===== src/design/ice51_pkg.sv =====
`default_nettype none

package ice51_pkg;

   typedef logic [7:0]  byte_t;
   typedef logic [15:0] word_t;
   typedef logic [2:0]  reg_idx_t;  // r0..r7

   // register forms keep rN in bits 2:0
   typedef enum logic [7:0] {
      OP_LJMP   = 8'h02,   // ljmp addr16
      OP_INCA   = 8'h04,
      OP_INCR   = 8'h08,   // inc rN
      OP_DECA   = 8'h14,
      OP_DECR   = 8'h18,   // dec rN
      OP_ADDAI  = 8'h24,   // add a,#imm
      OP_ADDAR  = 8'h28,   // add a,rN
      OP_JC     = 8'h40,
      OP_JNC    = 8'h50,
      OP_JZ     = 8'h60,
      OP_XRLAI  = 8'h64,   // xrl a,#imm
      OP_JNZ    = 8'h70,
      OP_MOVAI  = 8'h74,   // mov a,#imm
      OP_MOVRI  = 8'h78,   // mov rN,#imm
      OP_SJMP   = 8'h80,
      OP_MOVDP  = 8'h90,   // mov dptr,#imm16
      OP_SUBBAI = 8'h94,
      OP_SUBBAR = 8'h98,
      OP_CJNERI = 8'hB8,   // cjne rN,#imm,rel
      OP_CLRC   = 8'hC3,
      OP_SETBC  = 8'hD3,
      OP_MOVXAD = 8'hE0,   // movx a,@dptr
      OP_CLRA   = 8'hE4,
      OP_MOVAR  = 8'hE8,   // mov a,rN
      OP_MOVXDA = 8'hF0,   // movx @dptr,a
      OP_CPLA   = 8'hF4,
      OP_MOVRA  = 8'hF8    // mov rN,a
   } opcode_t;

   typedef enum logic [2:0] {FETCH, DECODE0, DECODE1, DECODE2, EXECUTE} cpu_state_t;
   typedef enum logic [1:0] {RX_IDLE, RX_START, RX_DATA, RX_STOP} rx_state_t;
   typedef enum logic [1:0] {TX_IDLE, TX_START, TX_SEND} tx_state_t;

   localparam word_t RESET_PC       = 16'h0003;
   localparam word_t UART_STAT_ADDR = 16'h0200;  // bit 0 = tx busy
   localparam word_t UART_TX_ADDR   = 16'h0201;

   // match on the top five opcode bits
   function automatic logic op_is_rform(input byte_t op, input opcode_t base);
      return op[7:3] == base[7:3];
   endfunction

endpackage

`default_nettype wire

===== src/design/exec_if.sv =====
`timescale 1ns/1ps
`default_nettype none

interface exec_if;
   import ice51_pkg::*;

   byte_t op;           // latched opcode
   byte_t opd1;         // first operand byte
   byte_t opd2;
   logic  exec;         // one cycle, EXECUTE state
   word_t next_pc;      // address after the current instruction
   logic  take_branch;

   // sequencer owns the instruction, datapath owns the condition
   modport seq (output op, output opd1, output opd2, output exec, output next_pc,
                input take_branch);
   modport dp  (input op, input opd1, input opd2, input exec,
                output take_branch);

endinterface

`default_nettype wire


===== src/design/ice51_top.sv =====
`timescale 1ns/1ps
`default_nettype none

module ice51_top #(
   parameter int CLKS_PER_BIT = 104,
   parameter int CODE_AW      = 9
) (
   input  wire                 i_clk,
   input  wire                 i_nrst,
   input  wire                 i_uart_rx,
   output logic                o_uart_tx,
   output logic                o_code_wr,
   output logic [CODE_AW-1:0]  o_code_addr,
   output ice51_pkg::byte_t    o_code_data,
   input  wire                 ice51_pkg::byte_t i_code_data
);
   import ice51_pkg::*;

   logic               rx_valid;
   byte_t              rx_byte;
   logic [CODE_AW-1:0] ld_addr;
   logic               load_done;
   logic [CODE_AW-1:0] fetch_addr;
   logic               tx_start;
   byte_t              tx_byte;
   logic               tx_busy;

   exec_if ex_bus ();

   uart_rx_loader #(
      .CLKS_PER_BIT (CLKS_PER_BIT),
      .CODE_AW      (CODE_AW)
   ) u_loader (
      .i_clk        (i_clk),
      .i_nrst       (i_nrst),
      .i_rx         (i_uart_rx),
      .o_byte_valid (rx_valid),
      .o_byte       (rx_byte),
      .o_addr       (ld_addr),
      .o_load_done  (load_done)
   );

   cpu_sequencer #(.CODE_AW(CODE_AW)) u_seq (
      .i_clk        (i_clk),
      .i_nrst       (i_nrst),
      .i_load_done  (load_done),
      .i_code_data  (i_code_data),
      .o_fetch_addr (fetch_addr),
      .ex           (ex_bus.seq)
   );

   cpu_datapath u_dp (
      .i_clk        (i_clk),
      .i_nrst       (i_nrst),
      .i_tx_busy    (tx_busy),
      .o_tx_start   (tx_start),
      .o_tx_byte    (tx_byte),
      .ex           (ex_bus.dp)
   );

   uart_tx #(.CLKS_PER_BIT(CLKS_PER_BIT)) u_tx (
      .i_clk        (i_clk),
      .i_nrst       (i_nrst),
      .i_start      (tx_start),
      .i_byte       (tx_byte),
      .o_busy       (tx_busy),
      .o_tx         (o_uart_tx)
   );

   // loader owns the ram port until the image is in
   assign o_code_wr   = rx_valid & ~load_done;
   assign o_code_addr = load_done ? fetch_addr : ld_addr;
   assign o_code_data = rx_byte;

endmodule

`default_nettype wire


===== src/design/cpu_datapath.sv =====
`timescale 1ns/1ps
`default_nettype none

module cpu_datapath (
   input  wire                 i_clk,
   input  wire                 i_nrst,
   input  wire                 i_tx_busy,
   output logic                o_tx_start,
   output ice51_pkg::byte_t    o_tx_byte,
   exec_if.dp                  ex
);
   import ice51_pkg::*;

   byte_t      acc;
   byte_t      acc_next;
   byte_t      r [8];         // r0..r7
   byte_t      r_sel;
   reg_idx_t   ridx;
   logic       carry;
   logic       carry_next;
   word_t      dptr;
   byte_t      add_opnd;
   byte_t      sub_opnd;
   logic [8:0] sum;
   logic [8:0] diff;
   logic       op_addar, op_subbar, op_movar, op_movra;
   logic       op_movri, op_incr, op_decr, op_cjne;
   logic       movx_tx, movx_stat;
   logic       cond;

   assign op_addar  = op_is_rform(ex.op, OP_ADDAR);
   assign op_subbar = op_is_rform(ex.op, OP_SUBBAR);
   assign op_movar  = op_is_rform(ex.op, OP_MOVAR);
   assign op_movra  = op_is_rform(ex.op, OP_MOVRA);
   assign op_movri  = op_is_rform(ex.op, OP_MOVRI);
   assign op_incr   = op_is_rform(ex.op, OP_INCR);
   assign op_decr   = op_is_rform(ex.op, OP_DECR);
   assign op_cjne   = op_is_rform(ex.op, OP_CJNERI);

   assign ridx  = ex.op[2:0];
   assign r_sel = r[ridx];

   //////////////////////////////////////////////////
   // alu
   assign add_opnd = op_addar  ? r_sel : ex.opd1;
   assign sub_opnd = op_subbar ? r_sel : ex.opd1;
   assign sum      = {1'b0, acc} + {1'b0, add_opnd};                   // bit 8 = carry out
   assign diff     = {1'b0, acc} - {1'b0, sub_opnd} - {8'd0, carry};   // bit 8 = borrow

   always_comb begin
      acc_next = acc;
      if (ex.op == OP_MOVAI)                       acc_next = ex.opd1;
      else if (op_movar)                           acc_next = r_sel;
      else if (ex.op == OP_ADDAI || op_addar)      acc_next = sum[7:0];
      else if (ex.op == OP_SUBBAI || op_subbar)    acc_next = diff[7:0];
      else if (ex.op == OP_XRLAI)                  acc_next = acc ^ ex.opd1;
      else if (ex.op == OP_INCA)                   acc_next = acc + 8'd1;
      else if (ex.op == OP_DECA)                   acc_next = acc - 8'd1;
      else if (ex.op == OP_CLRA)                   acc_next = '0;
      else if (ex.op == OP_CPLA)                   acc_next = ~acc;
      else if (movx_stat)                          acc_next = {7'd0, i_tx_busy};
   end

   always_comb begin
      carry_next = carry;
      if (ex.op == OP_ADDAI || op_addar)           carry_next = sum[8];
      else if (ex.op == OP_SUBBAI || op_subbar)    carry_next = diff[8];
      else if (op_cjne)                            carry_next = (r_sel < ex.opd1);
      else if (ex.op == OP_CLRC)                   carry_next = 1'b0;
      else if (ex.op == OP_SETBC)                  carry_next = 1'b1;
   end

   always_ff @(posedge i_clk or negedge i_nrst) begin
      if (!i_nrst) begin
         acc   <= '0;
         carry <= 1'b0;
         dptr  <= '0;
      end else if (ex.exec) begin
         acc   <= acc_next;
         carry <= carry_next;
         if (ex.op == OP_MOVDP) dptr <= {ex.opd1, ex.opd2};
      end
   end

   // register bank
   always_ff @(posedge i_clk) begin
      if (ex.exec) begin
         if (op_movri)        r[ridx] <= ex.opd1;
         else if (op_movra)   r[ridx] <= acc;
         else if (op_incr)    r[ridx] <= r_sel + 8'd1;
         else if (op_decr)    r[ridx] <= r_sel - 8'd1;
      end
   end

   //////////////////////////////////////////////////
   // branch decision, sjmp always taken
   always_comb begin
      cond = 1'b0;
      if (ex.op == OP_SJMP)       cond = 1'b1;
      else if (ex.op == OP_JC)    cond = carry;
      else if (ex.op == OP_JNC)   cond = ~carry;
      else if (ex.op == OP_JZ)    cond = (acc == 8'd0);
      else if (ex.op == OP_JNZ)   cond = (acc != 8'd0);
      else if (op_cjne)           cond = (r_sel != ex.opd1);
   end

   assign ex.take_branch = ex.exec & cond;

   // uart sits in xdata space
   assign movx_tx    = (ex.op == OP_MOVXDA) && (dptr == UART_TX_ADDR);
   assign movx_stat  = (ex.op == OP_MOVXAD) && (dptr == UART_STAT_ADDR);
   assign o_tx_start = ex.exec & movx_tx;
   assign o_tx_byte  = acc;

endmodule

`default_nettype wire


===== src/design/cpu_sequencer.sv =====
`timescale 1ns/1ps
`default_nettype none

module cpu_sequencer #(
   parameter int CODE_AW = 9
) (
   input  wire                 i_clk,
   input  wire                 i_nrst,
   input  wire                 i_load_done,
   input  wire                 ice51_pkg::byte_t i_code_data,
   output logic [CODE_AW-1:0]  o_fetch_addr,
   exec_if.seq                 ex
);
   import ice51_pkg::*;

   cpu_state_t         state;
   logic [CODE_AW-1:0] pc;
   logic [CODE_AW-1:0] pc_exec;
   logic [1:0]         n_opd;       // operand bytes after the opcode
   byte_t              rel;
   word_t              br_target;
   word_t              jmp_target;

   function automatic logic [1:0] opd_count(input byte_t op);
      if (op == OP_LJMP || op == OP_MOVDP || op_is_rform(op, OP_CJNERI)) begin
         return 2'd2;
      end
      if (op == OP_SJMP || op == OP_JC || op == OP_JNC || op == OP_JZ ||
          op == OP_JNZ || op == OP_MOVAI || op == OP_ADDAI || op == OP_SUBBAI ||
          op == OP_XRLAI || op_is_rform(op, OP_MOVRI)) begin
         return 2'd1;
      end
      return 2'd0;
   endfunction

   // opcode is still on the ram bus in DECODE0
   assign n_opd = opd_count((state == DECODE0) ? i_code_data : ex.op);

   //////////////////////////////////////////////////
   // state and program counter
   always_ff @(posedge i_clk or negedge i_nrst) begin
      if (!i_nrst) begin
         state <= FETCH;
         pc    <= CODE_AW'(RESET_PC);
      end else begin
         case (state)
            FETCH: if (i_load_done) begin
               state <= DECODE0;
               pc    <= pc + 1'b1;
            end
            DECODE0: begin
               if (n_opd == 2'd0) begin
                  state <= EXECUTE;
               end else begin
                  state <= DECODE1;
                  pc    <= pc + 1'b1;
               end
            end
            DECODE1: begin
               if (n_opd == 2'd2) begin
                  state <= DECODE2;
                  pc    <= pc + 1'b1;
               end else begin
                  state <= EXECUTE;
               end
            end
            DECODE2: state <= EXECUTE;
            EXECUTE: begin
               state <= FETCH;
               pc    <= pc_exec;
            end
            default: state <= FETCH;
         endcase
      end
   end

   // instruction bytes, one cycle behind their address
   always_ff @(posedge i_clk) begin
      if (state == DECODE0) ex.op   <= i_code_data;
      if (state == DECODE1) ex.opd1 <= i_code_data;
      if (state == DECODE2) ex.opd2 <= i_code_data;
   end

   //////////////////////////////////////////////////
   // jump targets
   assign rel        = op_is_rform(ex.op, OP_CJNERI) ? ex.opd2 : ex.opd1;
   assign br_target  = ex.next_pc + {{8{rel[7]}}, rel};   // 8051 rule
   assign jmp_target = {ex.opd1, ex.opd2};                // high byte first

   always_comb begin
      if (ex.op == OP_LJMP)      pc_exec = jmp_target[CODE_AW-1:0];
      else if (ex.take_branch)   pc_exec = br_target[CODE_AW-1:0];
      else                       pc_exec = pc;
   end

   assign ex.exec      = (state == EXECUTE);
   assign ex.next_pc   = word_t'(pc);   // pc already past the last operand here
   assign o_fetch_addr = pc;

endmodule

`default_nettype wire


===== src/design/uart_tx.sv =====
`timescale 1ns/1ps
`default_nettype none

module uart_tx #(
   parameter int CLKS_PER_BIT = 104
) (
   input  wire               i_clk,
   input  wire               i_nrst,
   input  wire               i_start,
   input  wire               ice51_pkg::byte_t i_byte,
   output logic              o_busy,
   output logic              o_tx
);
   import ice51_pkg::*;

   localparam int               CNT_W    = $clog2(CLKS_PER_BIT);
   localparam logic [CNT_W-1:0] FULL_CNT = CNT_W'(CLKS_PER_BIT - 1);

   tx_state_t        state;
   logic [CNT_W-1:0] cnt;
   logic [3:0]       bit_cnt;     // 0..7 data, 8 stop
   byte_t            shreg;
   logic             bit_end;

   assign bit_end = (cnt == FULL_CNT);

   always_ff @(posedge i_clk or negedge i_nrst) begin
      if (!i_nrst) begin
         state   <= TX_IDLE;
         cnt     <= '0;
         bit_cnt <= '0;
      end else begin
         cnt <= cnt + 1'b1;
         case (state)
            TX_IDLE: begin
               cnt <= '0;
               if (i_start) state <= TX_START;   // start while busy never reaches here
            end
            TX_START: if (bit_end) begin
               cnt     <= '0;
               bit_cnt <= '0;
               state   <= TX_SEND;
            end
            TX_SEND: if (bit_end) begin
               cnt     <= '0;
               bit_cnt <= bit_cnt + 1'b1;
               if (bit_cnt == 4'd8) state <= TX_IDLE;
            end
            default: state <= TX_IDLE;
         endcase
      end
   end

   // shift right, ones fill in behind for the stop bit
   always_ff @(posedge i_clk) begin
      if (state == TX_IDLE && i_start)        shreg <= i_byte;
      else if (state == TX_SEND && bit_end)   shreg <= {1'b1, shreg[7:1]};
   end

   assign o_busy = (state != TX_IDLE);
   assign o_tx   = (state == TX_START) ? 1'b0 :
                   (state == TX_SEND)  ? shreg[0] :
                                         1'b1;

endmodule

`default_nettype wire


===== src/design/uart_rx_loader.sv =====
`timescale 1ns/1ps
`default_nettype none

module uart_rx_loader #(
   parameter int CLKS_PER_BIT = 104,
   parameter int CODE_AW      = 9
) (
   input  wire                 i_clk,
   input  wire                 i_nrst,
   input  wire                 i_rx,
   output logic                o_byte_valid,
   output ice51_pkg::byte_t    o_byte,
   output logic [CODE_AW-1:0]  o_addr,
   output logic                o_load_done
);
   import ice51_pkg::*;

   localparam int               CNT_W    = $clog2(CLKS_PER_BIT);
   localparam logic [CNT_W-1:0] HALF_CNT = CNT_W'(CLKS_PER_BIT / 2 - 1);
   localparam logic [CNT_W-1:0] FULL_CNT = CNT_W'(CLKS_PER_BIT - 1);

   logic             rx_meta;
   logic             rx_sync;
   rx_state_t        state;
   logic [CNT_W-1:0] cnt;
   logic [2:0]       bit_cnt;

   // line idles high
   always_ff @(posedge i_clk or negedge i_nrst) begin
      if (!i_nrst) begin
         rx_meta <= 1'b1;
         rx_sync <= 1'b1;
      end else begin
         rx_meta <= i_rx;
         rx_sync <= rx_meta;
      end
   end

   //////////////////////////////////////////////////
   // frame timing, sample at bit middles
   always_ff @(posedge i_clk or negedge i_nrst) begin
      if (!i_nrst) begin
         state        <= RX_IDLE;
         cnt          <= '0;
         bit_cnt      <= '0;
         o_byte_valid <= 1'b0;
      end else begin
         o_byte_valid <= 1'b0;
         cnt          <= cnt + 1'b1;
         case (state)
            RX_IDLE: begin
               cnt <= '0;
               if (!rx_sync) state <= RX_START;
            end
            RX_START: if (cnt == HALF_CNT) begin
               cnt     <= '0;
               bit_cnt <= '0;
               if (rx_sync) state <= RX_IDLE;   // glitch, not a start bit
               else         state <= RX_DATA;
            end
            RX_DATA: if (cnt == FULL_CNT) begin
               cnt     <= '0;
               bit_cnt <= bit_cnt + 1'b1;
               if (bit_cnt == 3'd7) state <= RX_STOP;
            end
            RX_STOP: if (cnt == FULL_CNT) begin
               o_byte_valid <= 1'b1;             // one cycle after stop sample
               state        <= RX_IDLE;
            end
            default: state <= RX_IDLE;
         endcase
      end
   end

   // lsb arrives first
   always_ff @(posedge i_clk) begin
      if (state == RX_DATA && cnt == FULL_CNT) o_byte <= {rx_sync, o_byte[7:1]};
   end

   //////////////////////////////////////////////////
   // image address counter
   always_ff @(posedge i_clk or negedge i_nrst) begin
      if (!i_nrst) begin
         o_addr      <= '0;
         o_load_done <= 1'b0;
      end else if (o_byte_valid && !o_load_done) begin
         o_addr <= o_addr + 1'b1;
         if (&o_addr) o_load_done <= 1'b1;   // counter wraps to zero
      end
   end

endmodule

`default_nettype wire


===== config.mk =====
export PLATFORM = sky130hd
export DESIGN_NAME = ice51_top
export DESIGN_NICKNAME = d
export VERILOG_FILES = /design/src/design/ice51_pkg.sv /design/src/design/exec_if.sv /design/src/design/ice51_top.sv /design/src/design/cpu_datapath.sv /design/src/design/cpu_sequencer.sv /design/src/design/uart_tx.sv /design/src/design/uart_rx_loader.sv
export SDC_FILE = /design/constraint.sdc
export NUM_CORES = 1
export LEC_CHECK = 0
export BUFFER_PORTS_ARGS = -buffer_cell sky130_fd_sc_hd__buf_2
export CAP_MARGIN = 0
export CELL_PAD_IN_SITES_DETAIL_PLACEMENT = 1
export CELL_PAD_IN_SITES_GLOBAL_PLACEMENT = 2
export CORE_ASPECT_RATIO = 0.5
export CORE_MARGIN = 2
export CORE_UTILIZATION = 38
export CTS_CLUSTER_DIAMETER = 50
export DETAILED_ROUTE_END_ITERATION = 6
export MAX_ROUTING_LAYER = met4
export PLACE_DENSITY_LB_ADDON = 0.3
export SLEW_MARGIN = 20
export SYNTH_ARGS = -nofsm -noshare
export SYNTH_HDL_FRONTEND = slang
export SYNTH_HIERARCHICAL = 1
export SYNTH_SLANG_ARGS = --single-unit

===== constraint.sdc =====
create_clock -name i_clk -period 3.8 [get_ports i_clk]
set_input_delay 0.76 -clock i_clk [delete_from_list [all_inputs] [get_ports i_clk]]
set_output_delay 0.76 -clock i_clk [all_outputs]
set_load 0.02 [all_outputs]

==> results of run 1 <==
-- stage by stage --
stage | worst slack, ns | power (uW) | hold WS [ns] | instance area (sq um)
4_1_cts | 0.0807 | 4910 | 0.362 | 12800
3_5_place_dp | 0.00738 | 3030 | 0.351 | 12100
2_1_floorplan | 0.0880 | 2730 | 0.345 | 11400
5_1_grt | -0.00776 | 5140 | 0.367 | 12900
6_report | 0.192 | 4930 | 0.361 | 12900
3_3_place_gp | 0.120 | 3010 | 0.348 | 12100
-- power groups by stage --
stage               sequential [uW]  clock, uW  combinational [uW]
floorplan                      2130          0                 607
detailed placement             2150          0                 881
global placement               2150          0                 861
finish                         2110       1870                 948
global route                   2110       1990                1030
CTS                            2110       1910                 891
-- per-layer routing --
metal / wire, um / vias up / track usage (%) / share of wire (%)
met3: 1560 / 34 / 4.02 / 4.4
met4: 465 / 0 / 6.02 / 1.3
met2: 16500 / 221 / 37.5 / 47
li1: - / 4231 / - / -
met5: 0 / - / - / 0
met1: 16800 / 4609 / 31.1 / 48
-- sequential cells by signal, indices dropped and copies added (netlist names), named ones only --
register / count
u_seq/ex.opd1: 8
u_seq/ex.opd2: 8
u_tx/cnt: 7
u_tx/state: 2
u_loader/o_addr: 9
u_loader/state: 1
u_seq/o_fetch_addr: 9
u_dp/dptr: 16
u_seq/state: 3
u_loader/rx_meta: 1
u_loader/o_load_done: 1
u_loader/rx_sync: 1
u_loader/o_byte_valid: 1
u_dp/o_tx_byte: 8
u_tx/bit_cnt: 4
u_seq/ex.op: 8
u_loader/cnt: 7
u_loader/bit_cnt: 3
u_dp/r: 64
u_tx/shreg: 8
u_dp/carry: 1
u_loader/o_byte: 8
-- critical path, stage by stage (launching register included) --
cell       delay [ns]
dfxtp_4          0.42
buf_4            0.21
a221o_1          0.28
a221oi_2         0.36
inv_2            0.11
ha_1             0.33
nand4_1          0.13
o211ai_1         0.25
a21oi_1          0.10
o21ai_1          0.13
a21oi_1          0.06
o21a_1           0.23
o21ai_1          0.14
a21oi_1          0.09
a2bb2oi_2        0.18
and2_4           0.21
mux2_4           0.30
-- placed cells by master, fill, tap and decap left out, drive strengths merged, types with 5 or more instances in the layout --
master	n
nand2	102
buf	101
edfxtp	96
o21ai	75
dfrtp	71
nor2	70
a21oi	69
inv	68
mux2	57
ha	54
nand3	35
xnor2	29
nor3	27
xor2	26
mux2i	21
clkbuf	19
a31oi	18
nor2b	14
nand4	14
o211ai	13
o22ai	11
nand2b	10
nor3b	10
and3	9
o21a	9
nand3b	8
dfxtp	8
a221oi	8
a211oi	7
o31ai	7
a22oi	6
or3	6
nor4	6
a21o	6
o221ai	6
and2	6
or2	5
or3b	5
-- cell type report --
type | count | area share [%]
multi-input combinational | 818 | 45.8
timing repair buffer | 101 | 5.64
sequential | 179 | 38.1
clock inverter | 13 | 1.23
tap | 391 | 3.78
clock buffer | 19 | 3.59
inverter | 62 | 1.80
-- path summary, 6_finish.rpt --
kind,to,startpoint,cells past startpoint
max in group asynchronous,u_seq/o_fetch_addr[1],i_nrst,2
min in group asynchronous,u_tx/bit_cnt[3],i_nrst,1
setup / recovery,u_seq/o_fetch_addr[0],u_seq/ex.op[2],16
setup reg to reg,u_seq/o_fetch_addr[0],u_seq/ex.op[2],16
hold / removal,u_loader/rx_sync,u_loader/rx_meta,0
hold reg to reg,u_loader/rx_sync,u_loader/rx_meta,0
-- what timing repair did --
item,in CTS,in global routing
buffers inserted,0,11
pin swaps,0,3
resized for setup,1,15
endpoints found under the setup margin,1,11
cloned,0,0
==> results.sh, run 1 <==
export IMPL_status="completed"
export IMPL_grt_overflow_total=0
export IMPL_die_h_um=127
export IMPL_cp_start_kind="register"
export IMPL_clkSinkCount=179
export IMPL_portBuffers=29
export IMPL_worstPathMaxFanout=16
export IMPL_fmax_mhz=277
export IMPL_nFillCells=3290
export IMPL_clock_skew_ns=0.0137
export IMPL_hold_viol=0
export IMPL_drc=0
export IMPL_ir_drop_mv=0.331
export IMPL_grt_total_usage_pct=23.5
export IMPL_drt_wirelength_per_cell_um=22.3
export IMPL_io_pins=30
export IMPL_regToRegSetupSlack_ns=0.19
export IMPL_syn_nets=1191
export IMPL_vias=9095
export IMPL_grt_pass1_wl_mm=55.2
export IMPL_cts_reportedPaths_clkPinSlew_ns=0.07
export IMPL_setup_viol=0
export IMPL_drt_pass1_iterations=7
export IMPL_rsz0062_at_grt="yes"
export IMPL_core_sq_um=29300
export IMPL_syn_avg_cell_area_sq_um=10.2
export IMPL_dieArea_sq_um=31500
export IMPL_register_area_sq_um=4930
export IMPL_ys_warn_count=6
export IMPL_cap_viol_max_count=0
export IMPL_detailed_place_hpwl_mm=25.7
export IMPL_final_antenna_net_count=0
export IMPL_syn_area_sq_um=11400
export IMPL_num_rows=44
export IMPL_swShare_pct=30.2
export IMPL_p_switching_uw=1490
export IMPL_place_gp_congestion=0.920
export IMPL_power_leakage_uw=0.00522
export IMPL_grt_pass1_vias=9540
export IMPL_htree_levels=4
export IMPL_cts_buffers=17
export IMPL_dp_cells=1540
export IMPL_fin_cells=1583
export IMPL_clock_root_buffer="clkbuf_16"
export IMPL_power_density_nw_per_um2=381
export IMPL_cp_required_ns=4.18
export IMPL_drt_iter0_drc=541
export IMPL_grt_start_max_net_pins=54
export IMPL_fin_crit_sh_pct=94.9
export IMPL_clock_path_buffers=2
export IMPL_wl_mm=35.3
export IMPL_final_nets=1248
export IMPL_fin_tns_setup_ns=0
export IMPL_finalMaxSlewViolations=0
export IMPL_grt_antenna_before_repair=0
export IMPL_worst_pin_slew_ns=1.14
export IMPL_diodes=0
export IMPL_initial_utilization_pct=39.0
export IMPL_path_class="reg2reg"
export IMPL_holdCritPathClass="reg2reg"
export IMPL_drive_gt1_share_pct=20.0
export IMPL_critical_path_arrival_ns=3.99
export IMPL_multi_input_area_sq_um=5920
export IMPL_syn2layout_area_growth_pct=13.3
export IMPL_clock_latency_ns=0.46
export IMPL_viasPerCell=5.75
export IMPL_slew_headroom_pct=23.3
export IMPL_internal_power_uw=3440
export IMPL_comb_power_share_pct=19.2
export IMPL_pwr_share_seq_pct=42.8
export IMPL_synthCells=1122
export IMPL_clock_power_share_pct=38.0
export IMPL_post_route_util_pct=44.1
export IMPL_cts_tree="yes"
export IMPL_die_width_um=249
export IMPL_fin_crit_ns=3.61
export IMPL_postCtsHoldBufs=0
export IMPL_critPathCaptureType="register"
Note: power is estimated with default switching activity, not from simulation.
==> run 2, diff against run 1 <==
--- a/config.mk
+++ b/config.mk
@@ -6,7 +6,7 @@
 export NUM_CORES = 1
 export LEC_CHECK = 0
 export BUFFER_PORTS_ARGS = -buffer_cell sky130_fd_sc_hd__buf_2
-export CAP_MARGIN = 0
+export CAP_MARGIN = 25
 export CELL_PAD_IN_SITES_DETAIL_PLACEMENT = 1
 export CELL_PAD_IN_SITES_GLOBAL_PLACEMENT = 2
 export CORE_ASPECT_RATIO = 0.5
==> constraint.sdc (replaced) <==
create_clock -name i_clk -period 3.8 [get_ports i_clk]
set_input_delay 0.19 -clock i_clk [delete_from_list [all_inputs] [get_ports i_clk]]
set_output_delay 0.19 -clock i_clk [all_outputs]
set_load 0.02 [all_outputs]
==> run 2 against run 1 <==
Effect of this change: critical path type unchanged; flip-flop and latch count stayed put; total power is 1.6% lower; routed wire length is 0.55% lower; setup slack better by 0.0047 ns; maximum frequency is 0.13% higher; die area stayed put; critical path depth is 1 higher; critical endpoint unchanged; combinational power is 2% lower; highest routed layer unchanged; register-to-register slack hardly changed; first-iteration DRC count stayed put; clock skew is 0.0055 ns higher.
==> results.sh, run 2 (synthesis results as in run 1) <==
export IMPL_htree_levels=4
export IMPL_power_leakage_uw=0.00519
export IMPL_top_layer_used="met4"
export IMPL_viasPerCell=5.77
export IMPL_fin_crit_ns=3.60
export IMPL_pwr_share_seq_pct=43.5
export IMPL_regToRegSetupSlack_ns=0.20
export IMPL_detailed_place_hpwl_mm=25.5
export IMPL_ir_drop_mv=0.312
export IMPL_die_width_um=249
export IMPL_grt_antenna_before_repair=0
export IMPL_clock_latency_ns=0.47
export IMPL_swShare_pct=30.3
export IMPL_syn2layout_area_growth_pct=12.8
export IMPL_path_class="reg2reg"
export IMPL_drt_wirelength_per_cell_um=22.2
export IMPL_status="completed"
export IMPL_drive_gt1_share_pct=19.2
export IMPL_clock_path_buffers=2
export IMPL_worstPathMaxFanout=9
export IMPL_initial_utilization_pct=39.0
export IMPL_critical_path_arrival_ns=3.99
export IMPL_wl_met1_mm=17.2
export IMPL_drt_iter0_drc=541
export IMPL_cts_buffers=17
export IMPL_io_pins=30
export IMPL_nFillCells=3312
export IMPL_final_antenna_net_count=0
export IMPL_internal_power_uw=3380
export IMPL_wl_mm=35.1
export IMPL_layout_commonest_cell="nand2_1"
export IMPL_final_nets=1248
export IMPL_setup_viol=0
export IMPL_place_gp_congestion=0.911
export IMPL_p_total_uw=4850
export IMPL_drt_pass1_iterations=6
export IMPL_dieArea_sq_um=31500
export IMPL_fin_crit_sh_pct=94.8
export IMPL_worst_pin_slew_ns=0.936
export IMPL_cts_tree="yes"
export IMPL_placed_area_sq_um=12100
export IMPL_largest_register_ffs=64
export IMPL_cts_reportedPaths_clkPinSlew_ns=0.07
export IMPL_cp_required_ns=4.19
export IMPL_place_ws_ns=0.0736
export IMPL_critPathCaptureType="register"
export IMPL_diodes=0
export IMPL_clock_power_share_pct=37.3
export IMPL_num_rows=44
export IMPL_vias=9132
export IMPL_reg_top3="u_dp/r x64, u_dp/dptr x16"
export IMPL_finalMaxSlewViolations=0
export IMPL_dp_cells=1540
export IMPL_final_cell_mix="nand2_1 (100), edfxtp_1 (96), dfrtp_1 (71)"
export IMPL_cp_start_kind="register"
export IMPL_fin_cells=1583
export IMPL_fmax_mhz=278
export IMPL_hold_path_cell_count=1
export IMPL_grt_overflow_total=0
export IMPL_clkSinkCount=179
export IMPL_wl_met2_mm=16.2
export IMPL_portBuffers=29
export IMPL_p_switching_uw=1470
export IMPL_reg2reg_from="u_seq/ex.op[2]"
export IMPL_core_sq_um=29300
export IMPL_reg2regPathDepth=17
export IMPL_drc=0
export IMPL_min_from="i_code_data[6]"
export IMPL_clock_skew_ns=0.0192
export IMPL_grt_pass1_wl_mm=54.5
export IMPL_die_h_um=127
export IMPL_grt_start_max_net_pins=49
export IMPL_grt_pass1_vias=9348
export IMPL_layout_setup_ws_ns=0.197
export IMPL_hold_viol=0
export IMPL_clock_root_buffer="clkbuf_16"
export IMPL_met3_length_mm=1.40
export IMPL_grt_total_usage_pct=23.3
export IMPL_rr_endpoint="u_seq/o_fetch_addr[0]"
export IMPL_regMostFlops="u_dp/r"
export IMPL_power_density_nw_per_um2=377
export IMPL_post_route_util_pct=43.9
export IMPL_comb_power_share_pct=19.2
export IMPL_holdCritPathClass="in2reg"
export IMPL_worstHoldEndpoint="u_seq/ex.opd2[6]"
export IMPL_slew_headroom_pct=37.4
export IMPL_design_area_sq_um=12900
export IMPL_cap_viol_max_count=0
## run 2: what timing repair did
item / CTS / global route
endpoints found under the setup margin: 0 / 13
hold endpoints to repair: 56 / 0
gates resized for setup: 0 / 11
hold buffers: 6 / 0
setup buffers: 0 / 4
## run 2: routing by layer
metal	track usage (%)	up-vias
met5	-	-
met4	4.75	0
met3	3.71	27
met2	36.7	196
met1	32.1	4669
li1	-	4240
## run 2: layout make-up
cell class	count	area [sq um]	area share (%)
tap	391	489	3.80
sequential	179	4930	38.3
clock buffer	19	443	3.44
inverter	62	233	1.81
clock inverter	13	140	1.09
multi-input combinational	818	5910	45.9
timing repair buffer	101	724	5.63
## run 2: worst max path at each step
stage,from,to,slack [ns],cells after the start
after floorplan,u_seq/ex.op[1],u_seq/o_fetch_addr[0],0.09,20
after global placement,u_seq/ex.op[2],u_seq/o_fetch_addr[1],0.12,16
after detailed placement,u_seq/ex.op[2],u_dp/carry,0.07,16
after CTS,u_seq/ex.op[2],u_dp/carry,0.05,16
after global routing,u_seq/ex.op[2],u_seq/o_fetch_addr[0],-0.006,17
final,u_seq/ex.op[2],u_seq/o_fetch_addr[0],0.20,17
## run 2: through the flow
step                      hold slack [ns]  setup TNS [ns]
after global routing              0.00869        -0.00676
after CTS                         0.00284               0
after global placement              0.286               0
after floorplan                    -0.106               0
final                              0.0215               0
after detailed placement            0.297               0
## run 2: worst max-delay path: stages (launching register included)
cell,delay [ns]
dfxtp_4,0.44
buf_4,0.21
mux2_2,0.36
o22ai_2,0.19
a221oi_4,0.06
buf_12,0.16
ha_1,0.29
nand4_1,0.09
o211ai_1,0.23
a21oi_1,0.09
o21ai_0,0.16
a21oi_1,0.06
o21a_1,0.24
o21ai_1,0.15
a21oi_1,0.09
a2bb2oi_2,0.18
and2_4,0.22
mux2_4,0.30
## run 2: power groups by stage
| stage | clock (uW) | sequential (uW) | combinational, uW |
|---|---|---|---|
| detailed placement | 0 | 2150 | 882 |
| floorplan | 0 | 2130 | 607 |
| finish | 1810 | 2110 | 928 |
| global route | 1930 | 2110 | 1010 |
| CTS | 1850 | 2110 | 893 |
| global placement | 0 | 2150 | 859 |
==> run 3, diff against run 2 <==
--- a/config.mk
+++ b/config.mk
@@ -5,7 +5,7 @@
 export SDC_FILE = /design/constraint.sdc
 export NUM_CORES = 1
 export LEC_CHECK = 0
-export BUFFER_PORTS_ARGS = -buffer_cell sky130_fd_sc_hd__buf_2
+export BUFFER_PORTS_ARGS = -buffer_cell sky130_fd_sc_hd__buf_4
 export CAP_MARGIN = 25
 export CELL_PAD_IN_SITES_DETAIL_PLACEMENT = 1
 export CELL_PAD_IN_SITES_GLOBAL_PLACEMENT = 2
==> constraint.sdc (replaced) <==
create_clock -name i_clk -period 3.8 [get_ports i_clk]
set_input_delay 0.57 -clock i_clk [delete_from_list [all_inputs] [get_ports i_clk]]
set_output_delay 0.57 -clock i_clk [all_outputs]
set_load 0.02 [all_outputs]
==> run 3 against run 2 <==
Effect of this change: global-route usage decreased by 0.17 points; clock skew fell by 0.0019 ns; combinational power grew 4.7%; sequential share of layout area down 0.42 points; largest power group unchanged; highest routed layer unchanged.
==> results.sh, run 3 (synthesis results as in run 1) <==
export IMPL_cp_num_buf_inv=2
export IMPL_critPathMaxStageDelay_ns=0.39
export IMPL_path_cells="buf_12 -> mux2i_1 -> nor2_1 -> a31oi_1 -> a21oi_1 -> a221o_1 -> ha_4 -> nand4_1 -> o211ai_1 -> a21oi_1 -> o21ai_1 -> a21oi_1 -> o21a_1 -> o21ai_1 -> a21oi_1 -> a2bb2oi_2 -> buf_4 -> a31o_1 -> o21ai_1"
export IMPL_slew_headroom_pct=31.1
export IMPL_io_pins=30
export IMPL_cap_viol_max_count=0
export IMPL_num_rows=44
export IMPL_die_width_um=249
export IMPL_fin_crit_sh_pct=96.4
export IMPL_drive_gt1_share_pct=20.3
export IMPL_cpLargestDelayFamily="compound AO/OA/AOI/OAI gates"
export IMPL_grt_pass1_wl_mm=54.7
export IMPL_status="completed"
export IMPL_drc=0
export IMPL_reg2reg_from="u_seq/ex.op[1]"
export IMPL_portBuffers=29
export IMPL_cp_start_kind="register"
export IMPL_drt_iter0_drc=550
export IMPL_drt_pass1_iterations=5
export IMPL_clock_skew_ns=0.0174
export IMPL_clock_root_buffer="clkbuf_16"
export IMPL_place_gp_congestion=0.903
export IMPL_rr_endpoint="u_seq/o_fetch_addr[5]"
export IMPL_met3_length_mm=1.57
export IMPL_grt_total_usage_pct=23.2
export IMPL_worst_pin_slew_ns=1.02
export IMPL_wl_mm=35.1
export IMPL_finalMaxSlewViolations=0
export IMPL_largest_register_ffs=64
export IMPL_drt_wirelength_per_cell_um=22.1
export IMPL_reg_top3="u_dp/r x64, u_dp/dptr x16"
export IMPL_crit_slowest_cell="dfxtp_4"
export IMPL_wl_met1_mm=16.8
export IMPL_diodes=0
export IMPL_grt_antenna_before_repair=0
export IMPL_place_ws_ns=0.0808
export IMPL_worstHoldEndpoint="u_loader/rx_meta"
export IMPL_hold_viol=0
export IMPL_detailed_place_hpwl_mm=25.5
export IMPL_dp_cells=1544
export IMPL_reg2regPathDepth=19
export IMPL_cts_buffers=17
export IMPL_final_antenna_net_count=0
export IMPL_cts_reportedPaths_clkPinSlew_ns=0.07
export IMPL_nFillCells=3274
export IMPL_final_cell_mix="buf_4 (102), nand2_1 (102), edfxtp_1 (96)"
export IMPL_syn2layout_area_growth_pct=14.1
export IMPL_design_area_sq_um=13000
export IMPL_fin_tns_setup_ns=0
export IMPL_die_h_um=127
export IMPL_cp_required_ns=4.18
export IMPL_clkSinkCount=179
export IMPL_grt_start_max_net_pins=66
export IMPL_wl_met2_mm=16.2
export IMPL_postCtsHoldBufs=0
export IMPL_ir_drop_mv=0.341
export IMPL_path_class="reg2reg"
export IMPL_initial_utilization_pct=39.0
export IMPL_critical_path_arrival_ns=4.04
export IMPL_power_leakage_uw=0.00524
export IMPL_multi_input_area_sq_um=5950
export IMPL_layout_setup_ws_ns=0.139
export IMPL_final_nets=1251
export IMPL_dieArea_sq_um=31500
export IMPL_viasPerCell=5.73
export IMPL_hold_path_cell_count=1
export IMPL_core_sq_um=29300
export IMPL_grt_pass1_vias=9484
export IMPL_path_common_cell="a21oi_1"
export IMPL_fin_cells=1586
export IMPL_cts_tree="yes"
export IMPL_placed_area_sq_um=12300
export IMPL_htree_levels=4
export IMPL_grt_overflow_total=0
export IMPL_regToRegSetupSlack_ns=0.14
export IMPL_critPathCaptureType="register"
export IMPL_fin_crit_ns=3.66
export IMPL_regMostFlops="u_dp/r"
export IMPL_setup_viol=0
export IMPL_clock_latency_ns=0.46
export IMPL_clock_path_buffers=2
export IMPL_top_layer_used="met4"
export IMPL_min_from="i_uart_rx"
export IMPL_register_area_sq_um=4930
export IMPL_power_density_nw_per_um2=378
export IMPL_vias=9082
export IMPL_worstPathMaxFanout=9
export IMPL_holdCritPathClass="in2reg"
export IMPL_fmax_mhz=273
## run 3: cell types whose count changed in the layout (fill, tap and decap cells not counted), sizes merged
cell         delta
clkinv          -1
bufinv          +1
dlygate4sd3     -6
inv             -1
buf             +9
clkinvlp        -1
clkbuf          +2
## run 3: worst max path at each step
stage | start | to | slack [ns] | depth (start not counted)
after floorplan | u_seq/ex.op[1] | u_seq/o_fetch_addr[0] | 0.09 | 20
after global placement | u_seq/ex.op[2] | u_seq/o_fetch_addr[0] | 0.14 | 17
after detailed placement | u_seq/ex.op[2] | u_seq/o_fetch_addr[6] | 0.08 | 17
after CTS | u_seq/ex.op[2] | u_seq/o_fetch_addr[1] | 0.02 | 16
after global routing | u_seq/ex.op[0] | u_seq/o_fetch_addr[7] | -0.03 | 18
final | u_seq/ex.op[1] | u_seq/o_fetch_addr[5] | 0.14 | 19
## run 3: repair_timing
action / CTS / global route
setup buffers: 0 / 9
setup endpoints to repair: 0 / 12
gates resized for setup: 0 / 15
## run 3: through the flow
step | power, uW | utilization [%] | hold slack, ns
floorplan | 2730 | - | 0.274
global placement | 3030 | 41.9 | 0.348
detailed placement | 3050 | 41.9 | 0.350
CTS | 4910 | 43.9 | 0.196
global route | 5130 | 44.4 | 0.197
finish | 4920 | 44.4 | 0.221
## run 3: final cells by class
type | count | area share, %
tap | 391 | 3.76
timing repair buffer | 104 | 6.23
clock inverter | 11 | 1.06
clock buffer | 21 | 3.54
sequential | 179 | 37.9
multi-input combinational | 818 | 45.7
inverter | 62 | 1.79
## run 3: where the power goes
group / internal (uW) / switching, uW
clock: 1020 / 820
sequential: 2060 / 43.6
combinational: 399 / 573
total: 3480 / 1440
## run 3: layer usage
layer / GRT usage [%] / vias up
met3: 4.17 / 42
met1: 30.8 / 4616
li1: - / 4244
met5: - / -
met4: 5.56 / 0
met2: 37.0 / 180
